--- config.mk ---
export PLATFORM = sky130hd
export DESIGN_NAME = launcher_top
export DESIGN_NICKNAME = d
export VERILOG_FILES = /design/src/adc_pkg.sv /design/src/launch_ctrl_pkg.sv /design/src/adc_receiver.sv /design/src/fire_debounce.sv /design/src/launch_sequencer.sv /design/src/current_pwm.sv /design/src/launcher_top.sv
export VERILOG_INCLUDE_DIRS = /design/src /design/src/src
export SDC_FILE = /design/constraint.sdc
export NUM_CORES = 1
export LEC_CHECK = 0
export CORE_UTILIZATION = 25
export CTS_BUF_LIST = sky130_fd_sc_hd__clkbuf_8
export DETAILED_ROUTE_END_ITERATION = 10
export DONT_BUFFER_PORTS = 1
export HOLD_SLACK_MARGIN = 0.08
export PLACE_DENSITY_LB_ADDON = 0.15
export SYNTH_ARGS = -nofsm -noshare
export SYNTH_HDL_FRONTEND = slang
export SYNTH_SLANG_ARGS = --single-unit
export TNS_END_PERCENT = 10
--- constraint.sdc ---
create_clock -name clk -period 4 [get_ports clk]
set_input_delay 0.4 -clock clk [delete_from_list [all_inputs] [get_ports clk]]
set_output_delay 0.4 -clock clk [all_outputs]
set_load 0.02 [all_outputs]
--- src/launcher_config.svh ---
`ifndef LAUNCHER_CONFIG_SVH
`define LAUNCHER_CONFIG_SVH

// ADC frame rate
`define ADC_CYCLES            16   // Clocks per conversion

// Fire button debounce
`define DB_PRESS_CYCLES       50   // High time before a press counts
`define DB_PULSE_CYCLES       100  // Fire pulse length
`define DB_RELEASE_CYCLES     200  // Low time before re-arm

// Firing window
`define FIRE_CYCLES           3000 // Whole window
`define SETPOINT_STEP_CYCLES  1000 // Step to high current

// Buck pulse limits
`define PWM_MIN_ON            32
`define PWM_MAX_ON            768
`define PWM_MIN_OFF           192

// Current setpoints in DN, 205 DN/A
`define I_SET_LOW             410  // 2 A
`define I_SET_HIGH            820  // 4 A
`define I_HYST                20

// Arm hysteresis on cap voltage, about 0.2 V/DN
`define V_ARM_ON              1496 // 300 V
`define V_ARM_OFF             249  // 50 V

`define BLINK_BIT             6    // Charge blink rate

`endif

--- src/adc_pkg.sv ---
package adc_pkg;

	// Native converter word, sign on top, magnitude bits inverted
	typedef logic [11:0] adc_code_t;

	typedef logic [10:0] adc_mag_t; // Clipped to positive

	// One frame from both dual-channel converters
	typedef struct packed {
		adc_code_t a0;     // Output current
		adc_code_t a1;     // Capacitor voltage
		adc_code_t b0;
		adc_code_t b1;
		logic      strobe; // New frame this cycle
	} adc_frame_t;

	// Negative readings clip to zero
	function automatic adc_mag_t to_magnitude(input adc_code_t code);
		if (code[11])
			return '0;
		return ~code[10:0];
	endfunction

endpackage

--- src/launch_ctrl_pkg.sv ---
package launch_ctrl_pkg;

	// Fire button debounce
	typedef enum logic [2:0] {
		DB_IDLE,
		DB_WAIT_PRESS,   // Button high, not yet trusted
		DB_PULSE,        // Fire pulse out
		DB_HELD,         // Still pressed after the pulse
		DB_WAIT_RELEASE  // Low, waiting out bounce
	} debounce_state_e;

	// Launch sequence, one way only until reset
	typedef enum logic [1:0] {
		CHARGING,
		READY,
		FIRING,
		SPENT
	} charge_state_e;

	// Buck pulse generator
	typedef enum logic [1:0] {
		PWM_IDLE,
		PWM_ON,
		PWM_OFF
	} pwm_state_e;

	// Sequencer to pulse generator
	typedef struct packed {
		logic active;        // Firing window open
		logic high_setpoint; // Second half of the window
		logic done;          // Window over, cap dumped
	} fire_status_t;

endpackage

--- src/adc_receiver.sv ---
`timescale 1ns/1ps
`include "launcher_config.svh"

module adc_receiver (
	input  logic               clk,
	input  logic               reset,
	output logic               o_ad_cs,
	input  logic [1:0]         i_ad_sdata_a, // [0] a0, [1] a1
	input  logic [1:0]         i_ad_sdata_b, // [0] b0, [1] b1
	output adc_pkg::adc_frame_t o_adc
);
	import adc_pkg::*;

	localparam int CNT_W = $clog2(`ADC_CYCLES);

	logic [CNT_W-1:0] sample_div;
	logic [14:0]      cs_delay;   // Bit k set k+1 edges after cs
	logic [11:0]      load;       // Walking bit strobe, MSB first
	adc_code_t        ld_a0, ld_a1, ld_b0, ld_b1;

	//////////////////////////////
	// Chip select
	//////////////////////////////
	always_ff @(posedge clk) begin
		if (reset) begin
			sample_div <= CNT_W'(`ADC_CYCLES - 1);
		end else begin
			sample_div <= (sample_div == '0) ? CNT_W'(`ADC_CYCLES - 1)
			                                 : sample_div - 1'b1;
		end
	end

	assign o_ad_cs = (sample_div == '0); // One cycle per frame

	// Delay chain times everything off the cs edge
	always_ff @(posedge clk) begin
		if (reset) begin
			cs_delay <= '0;
			load     <= '0;
		end else begin
			cs_delay <= {cs_delay[13:0], o_ad_cs};
			load     <= {cs_delay[0], load[11:1]}; // MSB strobe lands on 3rd edge
		end
	end

	//////////////////////////////
	// Serial capture
	//////////////////////////////
	always_ff @(posedge clk) begin
		for (int i = 0; i < 12; i++) begin
			if (load[i]) begin
				ld_a0[i] <= i_ad_sdata_a[0];
				ld_a1[i] <= i_ad_sdata_a[1];
				ld_b0[i] <= i_ad_sdata_b[0];
				ld_b1[i] <= i_ad_sdata_b[1];
			end
		end
	end

	// All four channels copied out together, 16 edges after cs
	always_ff @(posedge clk) begin
		if (reset) begin
			o_adc <= '0;
		end else begin
			o_adc.strobe <= cs_delay[14];
			if (cs_delay[14]) begin
				o_adc.a0 <= ld_a0;
				o_adc.a1 <= ld_a1;
				o_adc.b0 <= ld_b0;
				o_adc.b1 <= ld_b1;
			end
		end
	end

endmodule

--- src/fire_debounce.sv ---
`timescale 1ns/1ps
`include "launcher_config.svh"

module fire_debounce (
	input  logic clk,
	input  logic reset,
	input  logic i_button,
	output logic o_fire_pulse
);
	import launch_ctrl_pkg::*;

	localparam int PW = $clog2(`DB_PRESS_CYCLES + `DB_PULSE_CYCLES);
	localparam int RW = $clog2(`DB_RELEASE_CYCLES + 1);

	// The state that first sees the level counts as its first cycle
	localparam logic [PW-1:0] PRESS_LAST   = PW'(`DB_PRESS_CYCLES - 2);
	localparam logic [PW-1:0] PULSE_LAST   = PW'(`DB_PULSE_CYCLES - 1);
	localparam logic [RW-1:0] RELEASE_LAST = RW'(`DB_RELEASE_CYCLES - 2);

	logic [1:0]      meta;
	logic            btn;          // Synchronized button
	debounce_state_e state;
	logic [PW-1:0]   press_cnt;    // Press qualify, then pulse length
	logic [RW-1:0]   rel_cnt;

	always_ff @(posedge clk) begin
		meta <= {meta[0], i_button};
	end
	assign btn = meta[1];

	always_ff @(posedge clk) begin
		if (reset) begin
			state     <= DB_IDLE;
			press_cnt <= '0;
			rel_cnt   <= '0;
		end else begin
			case (state)
				DB_IDLE: begin
					press_cnt <= '0;
					if (btn)
						state <= DB_WAIT_PRESS;
				end
				DB_WAIT_PRESS: begin
					if (!btn) begin
						state <= DB_IDLE; // Glitch, drop it
					end else if (press_cnt == PRESS_LAST) begin
						state     <= DB_PULSE;
						press_cnt <= '0;
					end else begin
						press_cnt <= press_cnt + 1'b1;
					end
				end
				DB_PULSE: begin
					if (press_cnt == PULSE_LAST)
						state <= DB_HELD;
					else
						press_cnt <= press_cnt + 1'b1;
				end
				DB_HELD: begin
					rel_cnt <= '0;
					if (!btn)
						state <= DB_WAIT_RELEASE;
				end
				DB_WAIT_RELEASE: begin
					if (btn) begin
						state <= DB_HELD;   // Bounce, start over
					end else if (rel_cnt == RELEASE_LAST) begin
						state <= DB_IDLE;
					end else begin
						rel_cnt <= rel_cnt + 1'b1;
					end
				end
				default: state <= DB_IDLE;
			endcase
		end
	end

	assign o_fire_pulse = (state == DB_PULSE);

endmodule

--- src/launch_sequencer.sv ---
`timescale 1ns/1ps
`include "launcher_config.svh"

module launch_sequencer (
	input  logic                        clk,
	input  logic                        reset,
	input  logic                        i_fire_pulse,
	input  logic                        i_lt3420_done,
	input  adc_pkg::adc_frame_t         i_adc,
	output launch_ctrl_pkg::fire_status_t o_status,
	output logic                        o_lt3420_charge,
	output logic                        o_dump,
	output logic                        o_arm_led
);
	import adc_pkg::*;
	import launch_ctrl_pkg::*;

	localparam int WW = $clog2(`FIRE_CYCLES);

	charge_state_e        state;
	logic [WW-1:0]        win_cnt;   // Cycles into the firing window
	adc_mag_t             vcap;
	logic                 cap_charged;
	logic [`BLINK_BIT:0]  free_cnt;

	//////////////////////////////
	// Launch sequence
	//////////////////////////////
	always_ff @(posedge clk) begin
		if (reset) begin
			state   <= CHARGING;
			win_cnt <= '0;
		end else begin
			case (state)
				CHARGING: if (i_lt3420_done) state <= READY; // Early presses ignored
				READY: begin
					win_cnt <= '0;
					if (i_fire_pulse)
						state <= FIRING;
				end
				FIRING: begin
					if (win_cnt == WW'(`FIRE_CYCLES - 1))
						state <= SPENT;
					else
						win_cnt <= win_cnt + 1'b1;
				end
				SPENT: state <= SPENT;   // Held until reset
				default: state <= CHARGING;
			endcase
		end
	end

	always_comb begin
		o_status.active        = (state == FIRING);
		o_status.high_setpoint = (state == FIRING) && (win_cnt >= WW'(`SETPOINT_STEP_CYCLES));
		o_status.done          = (state == SPENT);
	end

	assign o_dump          = o_status.done;        // Bleed the cap after firing
	assign o_lt3420_charge = (state == CHARGING);  // Charger off once done or firing

	//////////////////////////////
	// Arm LED
	//////////////////////////////
	assign vcap = to_magnitude(i_adc.a1);

	// 300 V on, 50 V off, only at a new sample
	always_ff @(posedge clk) begin
		if (reset) begin
			cap_charged <= 1'b0;
		end else if (i_adc.strobe) begin
			if (vcap > adc_mag_t'(`V_ARM_ON))
				cap_charged <= 1'b1;
			else if (vcap < adc_mag_t'(`V_ARM_OFF))
				cap_charged <= 1'b0;
		end
	end

	always_ff @(posedge clk) begin
		if (reset)
			free_cnt <= '0;
		else
			free_cnt <= free_cnt + 1'b1;
	end

	assign o_arm_led = cap_charged | (o_lt3420_charge & free_cnt[`BLINK_BIT]); // Blink while charging

endmodule

--- src/current_pwm.sv ---
`timescale 1ns/1ps
`include "launcher_config.svh"

module current_pwm (
	input  logic                          clk,
	input  logic                          reset,
	input  launch_ctrl_pkg::fire_status_t i_status,
	input  adc_pkg::adc_frame_t           i_adc,
	output logic                          o_pwm
);
	import adc_pkg::*;
	import launch_ctrl_pkg::*;

	localparam int TW = $clog2(`PWM_MAX_ON + 1);

	localparam logic [TW-1:0] MIN_ON  = TW'(`PWM_MIN_ON);
	localparam logic [TW-1:0] MAX_ON  = TW'(`PWM_MAX_ON);
	localparam logic [TW-1:0] MIN_OFF = TW'(`PWM_MIN_OFF);

	pwm_state_e     state;
	logic [TW-1:0]  timer;     // On time, or off time saturating at MIN_OFF
	adc_mag_t       i_out;
	adc_mag_t       i_set;
	adc_mag_t       i_lo;
	adc_mag_t       i_hi;

	//////////////////////////////
	// Setpoint and thresholds
	//////////////////////////////
	assign i_out = to_magnitude(i_adc.a0);
	assign i_set = i_status.high_setpoint ? adc_mag_t'(`I_SET_HIGH) : adc_mag_t'(`I_SET_LOW);
	assign i_lo  = i_set - adc_mag_t'(`I_HYST);  // Start below this
	assign i_hi  = i_set + adc_mag_t'(`I_HYST);  // Stop above this

	//////////////////////////////
	// Pulse generator
	//////////////////////////////
	always_ff @(posedge clk) begin
		if (reset) begin
			state <= PWM_IDLE;
			timer <= MIN_OFF;   // No earlier pulse to wait for
		end else begin
			case (state)
				PWM_IDLE: begin
					if (timer < MIN_OFF)
						timer <= timer + 1'b1;
					if (i_status.active)
						state <= PWM_OFF;
				end
				PWM_OFF: begin
					if (!i_status.active) begin
						state <= PWM_IDLE;
					end else if (timer >= MIN_OFF && i_out < i_lo) begin
						state <= PWM_ON;    // Coil current sagged
						timer <= TW'(1);
					end else if (timer < MIN_OFF) begin
						timer <= timer + 1'b1;
					end
				end
				PWM_ON: begin
					if (!i_status.active) begin
						state <= PWM_IDLE;  // Window closed, cut at once
						timer <= TW'(1);
					end else if (timer >= MIN_ON && (i_out > i_hi || timer >= MAX_ON)) begin
						state <= PWM_OFF;
						timer <= TW'(1);
					end else begin
						timer <= timer + 1'b1;
					end
				end
				default: state <= PWM_IDLE;
			endcase
		end
	end

	// Drops in the same cycle the window closes
	assign o_pwm = (state == PWM_ON) && i_status.active;

endmodule

--- src/launcher_top.sv ---
`timescale 1ns/1ps

module launcher_top (
	input  logic       clk,
	input  logic       reset,
	input  logic       i_fire_button,
	input  logic       i_lt3420_done,
	input  logic [1:0] i_ad_sdata_a,
	input  logic [1:0] i_ad_sdata_b,
	output logic       o_ad_cs,
	output logic       o_lt3420_charge,
	output logic       o_pwm,
	output logic       o_dump,
	output logic       o_arm_led
);
	import adc_pkg::*;
	import launch_ctrl_pkg::*;

	adc_frame_t   adc;         // Latest held samples
	logic         fire_pulse;
	fire_status_t status;

	adc_receiver u_adc (
		.clk          (clk),
		.reset        (reset),
		.o_ad_cs      (o_ad_cs),
		.i_ad_sdata_a (i_ad_sdata_a),
		.i_ad_sdata_b (i_ad_sdata_b),
		.o_adc        (adc)
	);

	fire_debounce u_debounce (
		.clk          (clk),
		.reset        (reset),
		.i_button     (i_fire_button),
		.o_fire_pulse (fire_pulse)
	);

	launch_sequencer u_sequencer (
		.clk             (clk),
		.reset           (reset),
		.i_fire_pulse    (fire_pulse),
		.i_lt3420_done   (i_lt3420_done),
		.i_adc           (adc),
		.o_status        (status),
		.o_lt3420_charge (o_lt3420_charge),
		.o_dump          (o_dump),
		.o_arm_led       (o_arm_led)
	);

	current_pwm u_pwm (
		.clk      (clk),
		.reset    (reset),
		.i_status (status),
		.i_adc    (adc),
		.o_pwm    (o_pwm)
	);

endmodule

==> flow_summary.ini, run 1 <==
[clock_tree]
postCtsSetupBuffers = 0
hold_buffers = 5
cts_tree = built
cts_sinks = 123
path_clk_slew_ps = 70
cts-root-buf = clkbuf_8
clock_path_buffers = 2
cts_made_buffers = 17
insertion_delay_ps = 440
cts_resized = 0
htreeDepth = 4

[route]
drc = 0
wl_mm = 11.8
avgRoutedWirePerCell_um = 13.6
vias = 4010
drtPass1Iterations = 4
via_per_inst = 4.63
drt_iter0_drc = 208
ant_nets = 0

[sta]
max_slew.worst_pin.slew_ps = 980
hold_violations = 0
fmax_mhz = 293
fin_worst_skew_ps = 9.63
setup_violations = 0
whs_ps = 180
setup_tns_ps = 0
finalCritPeriodShare = 0.854
slew_viol_final = 0
maxSlewHeadroom = 0.345
period_minus_slack_ps = 3420
grt_setup_unrepaired = false

[worst_hold_path]
holdCritPathClass = primary input to register
hold_start = reset
hold_depth = 3
min_to = u_pwm.state[1]$_SDFFE_PP0P_

[finish]
n_antenna_cell = 0
synthToLayoutAreaGrowth_pct = 12.2
final_nets = 604
post-route-util = 0.286
final_area_um2 = 6220
multi_input_area_um2 = 2640
drive_gt1_frac = 0.0818
fill_cells = 2300
seq_area_um2 = 2700

[worst_setup_path]
r2r_cells = 12
reg2reg_slack_ps = 580
critPathArrivalTime_ps = 3750
crit_fanout = 11
cpPeakStageDelay_ps = 530
cp-start-kind = register
path_cells = nand3_1, nor2_1, nor3_1, nor2_1, inv_1, ha_1, nand4b_1, a211oi_1, or3b_1, a21oi_2, nand2_1, o311ai_1
crit_required_ps = 4330
cp_slowest_cell = a21oi_2
r2r-end = u_pwm.timer[7]$_SDFFE_PP1P_
end_kind = register
reg2reg_from = u_sequencer.win_cnt[7]$_SDFFE_PP0P_
crit_path_frequent_cell = nor2_1
crit_type = register to register

[job]
drv_cap = 0

[grt]
grt-ovfl-total = 0
grt_usage = 0.112
grt_pass1_vias = 3922
antenna_found_initial = 0
grt_pass1_wl_mm = 19.7
grt_max_degree = 75

[power_and_ir_drop]
leakage_nw = 2.13
peakVddDrop_mv = 0.201
power_density_nw_per_um2 = 408

[yosys]
ys_seq_area_frac = 0.487
ys.warnings.count = 0
synth_edf_count = 24
ys_seq_elements = 123
syn_nets = 603
syn_avg_cell_area_um2 = 9.66
yosysUniqueCellTypes = 63
ys_dominant_reg_cell = dfxtp_1
netlist_instances = 574
async_flop_share = 0
synthesis.area_um2 = 5550

[floorplan]
io_pins = 13
fp.dieH_um = 151
dieArea_um2 = 22800
dieWidth_um = 151
initial_core_util = 0.255
core_um2 = 21800
rows = 54

[placed_design]
hpwlAfterDp_mm = 7.50
placed_cell_area_um2 = 5800
place_congestion = 0.767
port_buffers = 0

[status]
status = completed
layout make-up:
| cell class | instances | share of cell area |
|---|---|---|
| clock buffers | 18 | 0.0398 |
| clock inverters | 13 | 0.0181 |
| inverters | 23 | 0.0139 |
| multi-input cells | 403 | 0.424 |
| flip-flops and latches | 123 | 0.434 |
| well taps | 280 | 0.0563 |
| repair buffers | 7 | 0.0133 |
worst max-delay path: cells and delay by family, from the launching register on:
family,cells,cell delay [ps]
compound gates,3,900
flops,1,380
buf+inv,1,200
fa+ha+maj,1,370
simple gates,7,1460
how the worst max path moves through the flow:
stage | from | endpoint | depth (start not counted)
floorplan | u_sequencer.win_cnt[7]$_SDFFE_PP0P_ | u_pwm.timer[6]$_SDFFE_PP1P_ | 13
global placement | u_sequencer.win_cnt[7]$_SDFFE_PP0P_ | u_pwm.timer[3]$_SDFFE_PP0P_ | 12
detailed placement | u_sequencer.win_cnt[7]$_SDFFE_PP0P_ | u_pwm.timer[4]$_SDFFE_PP0P_ | 12
CTS | u_sequencer.win_cnt[7]$_SDFFE_PP0P_ | u_pwm.timer[7]$_SDFFE_PP1P_ | 12
global route | u_sequencer.win_cnt[7]$_SDFFE_PP0P_ | u_pwm.timer[7]$_SDFFE_PP1P_ | 12
finish | u_sequencer.win_cnt[7]$_SDFFE_PP0P_ | u_pwm.timer[7]$_SDFFE_PP1P_ | 12
metal layers:
metal,vias up,wire (µm),GRT usage
li1,2031,-,-
met3,18,395,0.0286
met1,1903,5790,0.142
met2,58,5350,0.175
met5,-,0,0
met4,0,231,0.0590
cells in the mapped netlist, types with 6 or more instances:
cell type | instances | area (µm²)
nand2b_1 | 6 | 37.5
o21ai_0 | 11 | 55.1
mux2i_1 | 27 | 270
clkbuf_1 | 14 | 52.6
nand2_1 | 40 | 150
edfxtp_1 | 24 | 721
xor2_1 | 14 | 123
inv_1 | 23 | 86.3
xnor2_1 | 11 | 96.3
a21oi_2 | 6 | 52.6
nor3_1 | 9 | 45.0
nand4_1 | 9 | 56.3
nand3_1 | 17 | 85.1
and3_1 | 13 | 81.3
ha_1 | 21 | 263
nand4b_1 | 6 | 52.6
nor2_1 | 84 | 315
dfxtp_1 | 99 | 1980
nor3b_1 | 6 | 45.0
a21oi_1 | 26 | 130
nor2b_1 | 20 | 125
a211oi_1 | 8 | 60.1
where the power goes:
| part | internal, mW | switching [mW] | total [mW] |
|---|---|---|---|
| combinational | 0.0683 | 0.121 | 0.189 |
| clock | 0.549 | 0.484 | 1.03 |
| sequential | 1.28 | 0.0349 | 1.32 |
| total | 1.90 | 0.640 | 2.54 |
metrics by stage:
stage               setup slack (ps)  std cells  total power, mW
floorplan                       1420        574             1.48
global placement                 680        831             1.51
detailed placement               576        831             1.51
CTS                              524        867             2.59
global route                     196        867             2.68
finish                           585        867             2.54
cell usage in the layout, fill, tap and decap left out, types with 9 or more instances in the layout:
master | Yosys | final
clkbuf_8 | 0 | 18
xnor2_1 | 11 | 11
nand4_1 | 9 | 9
inv_1 | 23 | 26
nand2_1 | 40 | 40
edfxtp_1 | 24 | 24
ha_1 | 21 | 21
xor2_1 | 14 | 14
nor2b_1 | 20 | 20
nor3_1 | 9 | 9
nor2_1 | 84 | 84
a21oi_1 | 26 | 26
o21ai_0 | 11 | 11
nand3_1 | 17 | 17
and3_1 | 13 | 13
dfxtp_1 | 99 | 99
mux2i_1 | 27 | 27
kinds of logic after synthesis:
family / share of synthesized area
xor gates and xnor gates: 0.0395
AOI/OAI and AO/OA: 0.122
DFF: 0.487
and+or+nand+nor: 0.215
muxes: 0.0528
buffers and inverters: 0.0365
adders and majority gates: 0.0474
registers in the layout, summed over array words and instances (netlist names):
| signal | flops |
|---|---|
| u_sequencer.cap_charged | 1 |
| u_sequencer.state | 2 |
| u_adc.ld_a1 | 12 |
| u_adc.o_adc | 25 |
| u_pwm.state | 2 |
| u_adc.cs_delay | 4 |
| u_debounce.press_cnt | 8 |
| u_debounce.rel_cnt | 8 |
| u_debounce.meta | 2 |
| u_adc.sample_div | 4 |
| u_adc.ld_a0 | 12 |
| u_pwm.timer | 10 |
| u_sequencer.free_cnt | 7 |
| u_sequencer.win_cnt | 12 |
| u_debounce.state | 3 |
| u_adc.load | 11 |
Power figures use the tool's default switching activity.
==> run 2, diff against run 1 <==
- CAP_MARGIN: unset -> 20
- RECOVER_POWER: unset -> 50
==> flow_summary.ini, run 2 (synthesis results as in run 1) <==
[status]
status = finished, violations left
violations = capacitance limit, slew limit

[route]
drt_iter0_drc = 208
ant_nets = 0
via_per_inst = 4.63
drc = 0
wl_mm = 11.8
drtPass1Iterations = 4
vias = 4010
avgRoutedWirePerCell_um = 13.6

[sta]
worst_slack_ps = 585
whs_ps = 180
slew_viol_final = 26
max_slew.worst_pin.slew_ps = 1830
grt_setup_unrepaired = false
fin_worst_skew_ps = 9.63
period_minus_slack_ps = 3420
maxSlewHeadroom = -0.219
hold_violations = 0
fmax_mhz = 293
finalCritPeriodShare = 0.854
setup_violations = 0
setup_tns_ps = 0

[placed_design]
place_congestion = 0.767
placed_cell_area_um2 = 5800
port_buffers = 0
dp.cells = 831
hpwlAfterDp_mm = 7.50
place_ws_ps = 576

[worst_setup_path]
reg2reg_from = u_sequencer.win_cnt[7]$_SDFFE_PP0P_
crit_path_start = u_sequencer.win_cnt[7]$_SDFFE_PP0P_
path_delay_family = simple AND/OR/NAND/NOR gates
crit_path_frequent_cell = nor2_1
cp-start-kind = register
reg2reg_slack_ps = 580
crit_end = u_pwm.timer[7]$_SDFFE_PP1P_
crit_type = register to register
cp_num_cells = 12
cp_slowest_cell = a21oi_2
r2r-end = u_pwm.timer[7]$_SDFFE_PP1P_
end_kind = register
cpPeakStageDelay_ps = 530
critPathArrivalTime_ps = 3750
crit_required_ps = 4330
path_cells = nand3_1, nor2_1, nor3_1, nor2_1, inv_1, ha_1, nand4b_1, a211oi_1, or3b_1, a21oi_2, nand2_1, o311ai_1
crit_buf_inv = 1
r2r_cells = 12
crit_fanout = 11

[power_and_ir_drop]
seq_power_share = 0.519
pwr-share-comb = 0.074
sw_frac_of_total = 0.252
power_density_nw_per_um2 = 408
p_sw_mw = 0.640
power.internal_mw = 1.90
total_power_mw = 2.54
p_clk_frac = 0.407
peakVddDrop_mv = 0.201
leakage_nw = 2.12

[floorplan]
rows = 54
initial_core_util = 0.255
dieArea_um2 = 22800
io_pins = 13
fp.dieH_um = 151
core_um2 = 21800
dieWidth_um = 151

[finish]
fill_cells = 2300
largest_reg_flops = 25
post-route-util = 0.286
layout_commonest_cell = dfxtp_1
synthToLayoutAreaGrowth_pct = 12.1
multi_input_area_um2 = 2640
final_area_um2 = 6220
regMostFlops = u_adc.o_adc
seq_area_um2 = 2700
final_cell_mix = 99 x dfxtp_1, 84 x nor2_1, 40 x nand2_1, 27 x mux2i_1
n_antenna_cell = 0
instances_no_fill = 867
final_nets = 604
drive_gt1_frac = 0.0801

[clock_tree]
cts_tree = built
cts_resized = 0
cts_sinks = 123
cts-root-buf = clkbuf_8
cts_made_buffers = 17
insertion_delay_ps = 440
path_clk_slew_ps = 70
clock_path_buffers = 2
postCtsSetupBuffers = 0
htreeDepth = 4

[grt]
grt_max_degree = 75
antenna_found_initial = 0
grt-ovfl-total = 0
grt_usage = 0.112
grt_pass1_wl_mm = 19.7
grt_pass1_vias = 3922

[job]
drv_cap = 1

[worst_hold_path]
holdCritPathClass = primary input to register
-- run 2: how the worst min path moves through the flow --
stage,cells after the start,startpoint,endpoint,slack [ps]
after floorplan,0,u_debounce.meta[0]$_DFF_P_,u_debounce.meta[1]$_DFF_P_,310
after global placement,0,u_debounce.meta[0]$_DFF_P_,u_debounce.meta[1]$_DFF_P_,320
after detailed placement,0,u_debounce.meta[0]$_DFF_P_,u_debounce.meta[1]$_DFF_P_,340
after CTS,3,reset,u_pwm.state[1]$_SDFFE_PP0P_,140
after global routing,3,reset,u_pwm.state[1]$_SDFFE_PP0P_,170
final,3,reset,u_pwm.state[1]$_SDFFE_PP0P_,180
-- run 2: final cells by class --
type | instances | area share
Clock inverter | 13 | 0.0181
Tap cell | 280 | 0.0563
Timing Repair Buffer | 7 | 0.0127
Sequential cell | 123 | 0.435
Clock buffer | 18 | 0.0398
Inverter | 23 | 0.0139
Multi-Input combinational cell | 403 | 0.425
-- run 2: metal layers --
layer  GRT usage  vias up  share of wire
li1            -     2031              -
met5           0        -              0
met3      0.0286       18          0.034
met2       0.175       58           0.45
met4      0.0590        0          0.020
met1       0.142     1903           0.49
-- run 2: power by group through the flow --
stage	registers [mW]	logic, mW	clock network, mW
final	1.32	0.189	1.03
after global routing	1.32	0.210	1.14
after CTS	1.32	0.190	1.08
after detailed placement	1.35	0.165	0
after global placement	1.35	0.162	0
after floorplan	1.33	0.155	0
-- run 2: worst min-delay path, delay by kind of cell --
family,cells,cell delay (ps)
multiplexers,1,70
AO/OA/AOI/OAI,1,70
AND/OR/NAND/NOR,1,30
-- run 2: timing repair --
action,CTS,global route
hold buffers,5,0
endpoints found under the hold margin,100,0
setup endpoints to repair,0,0
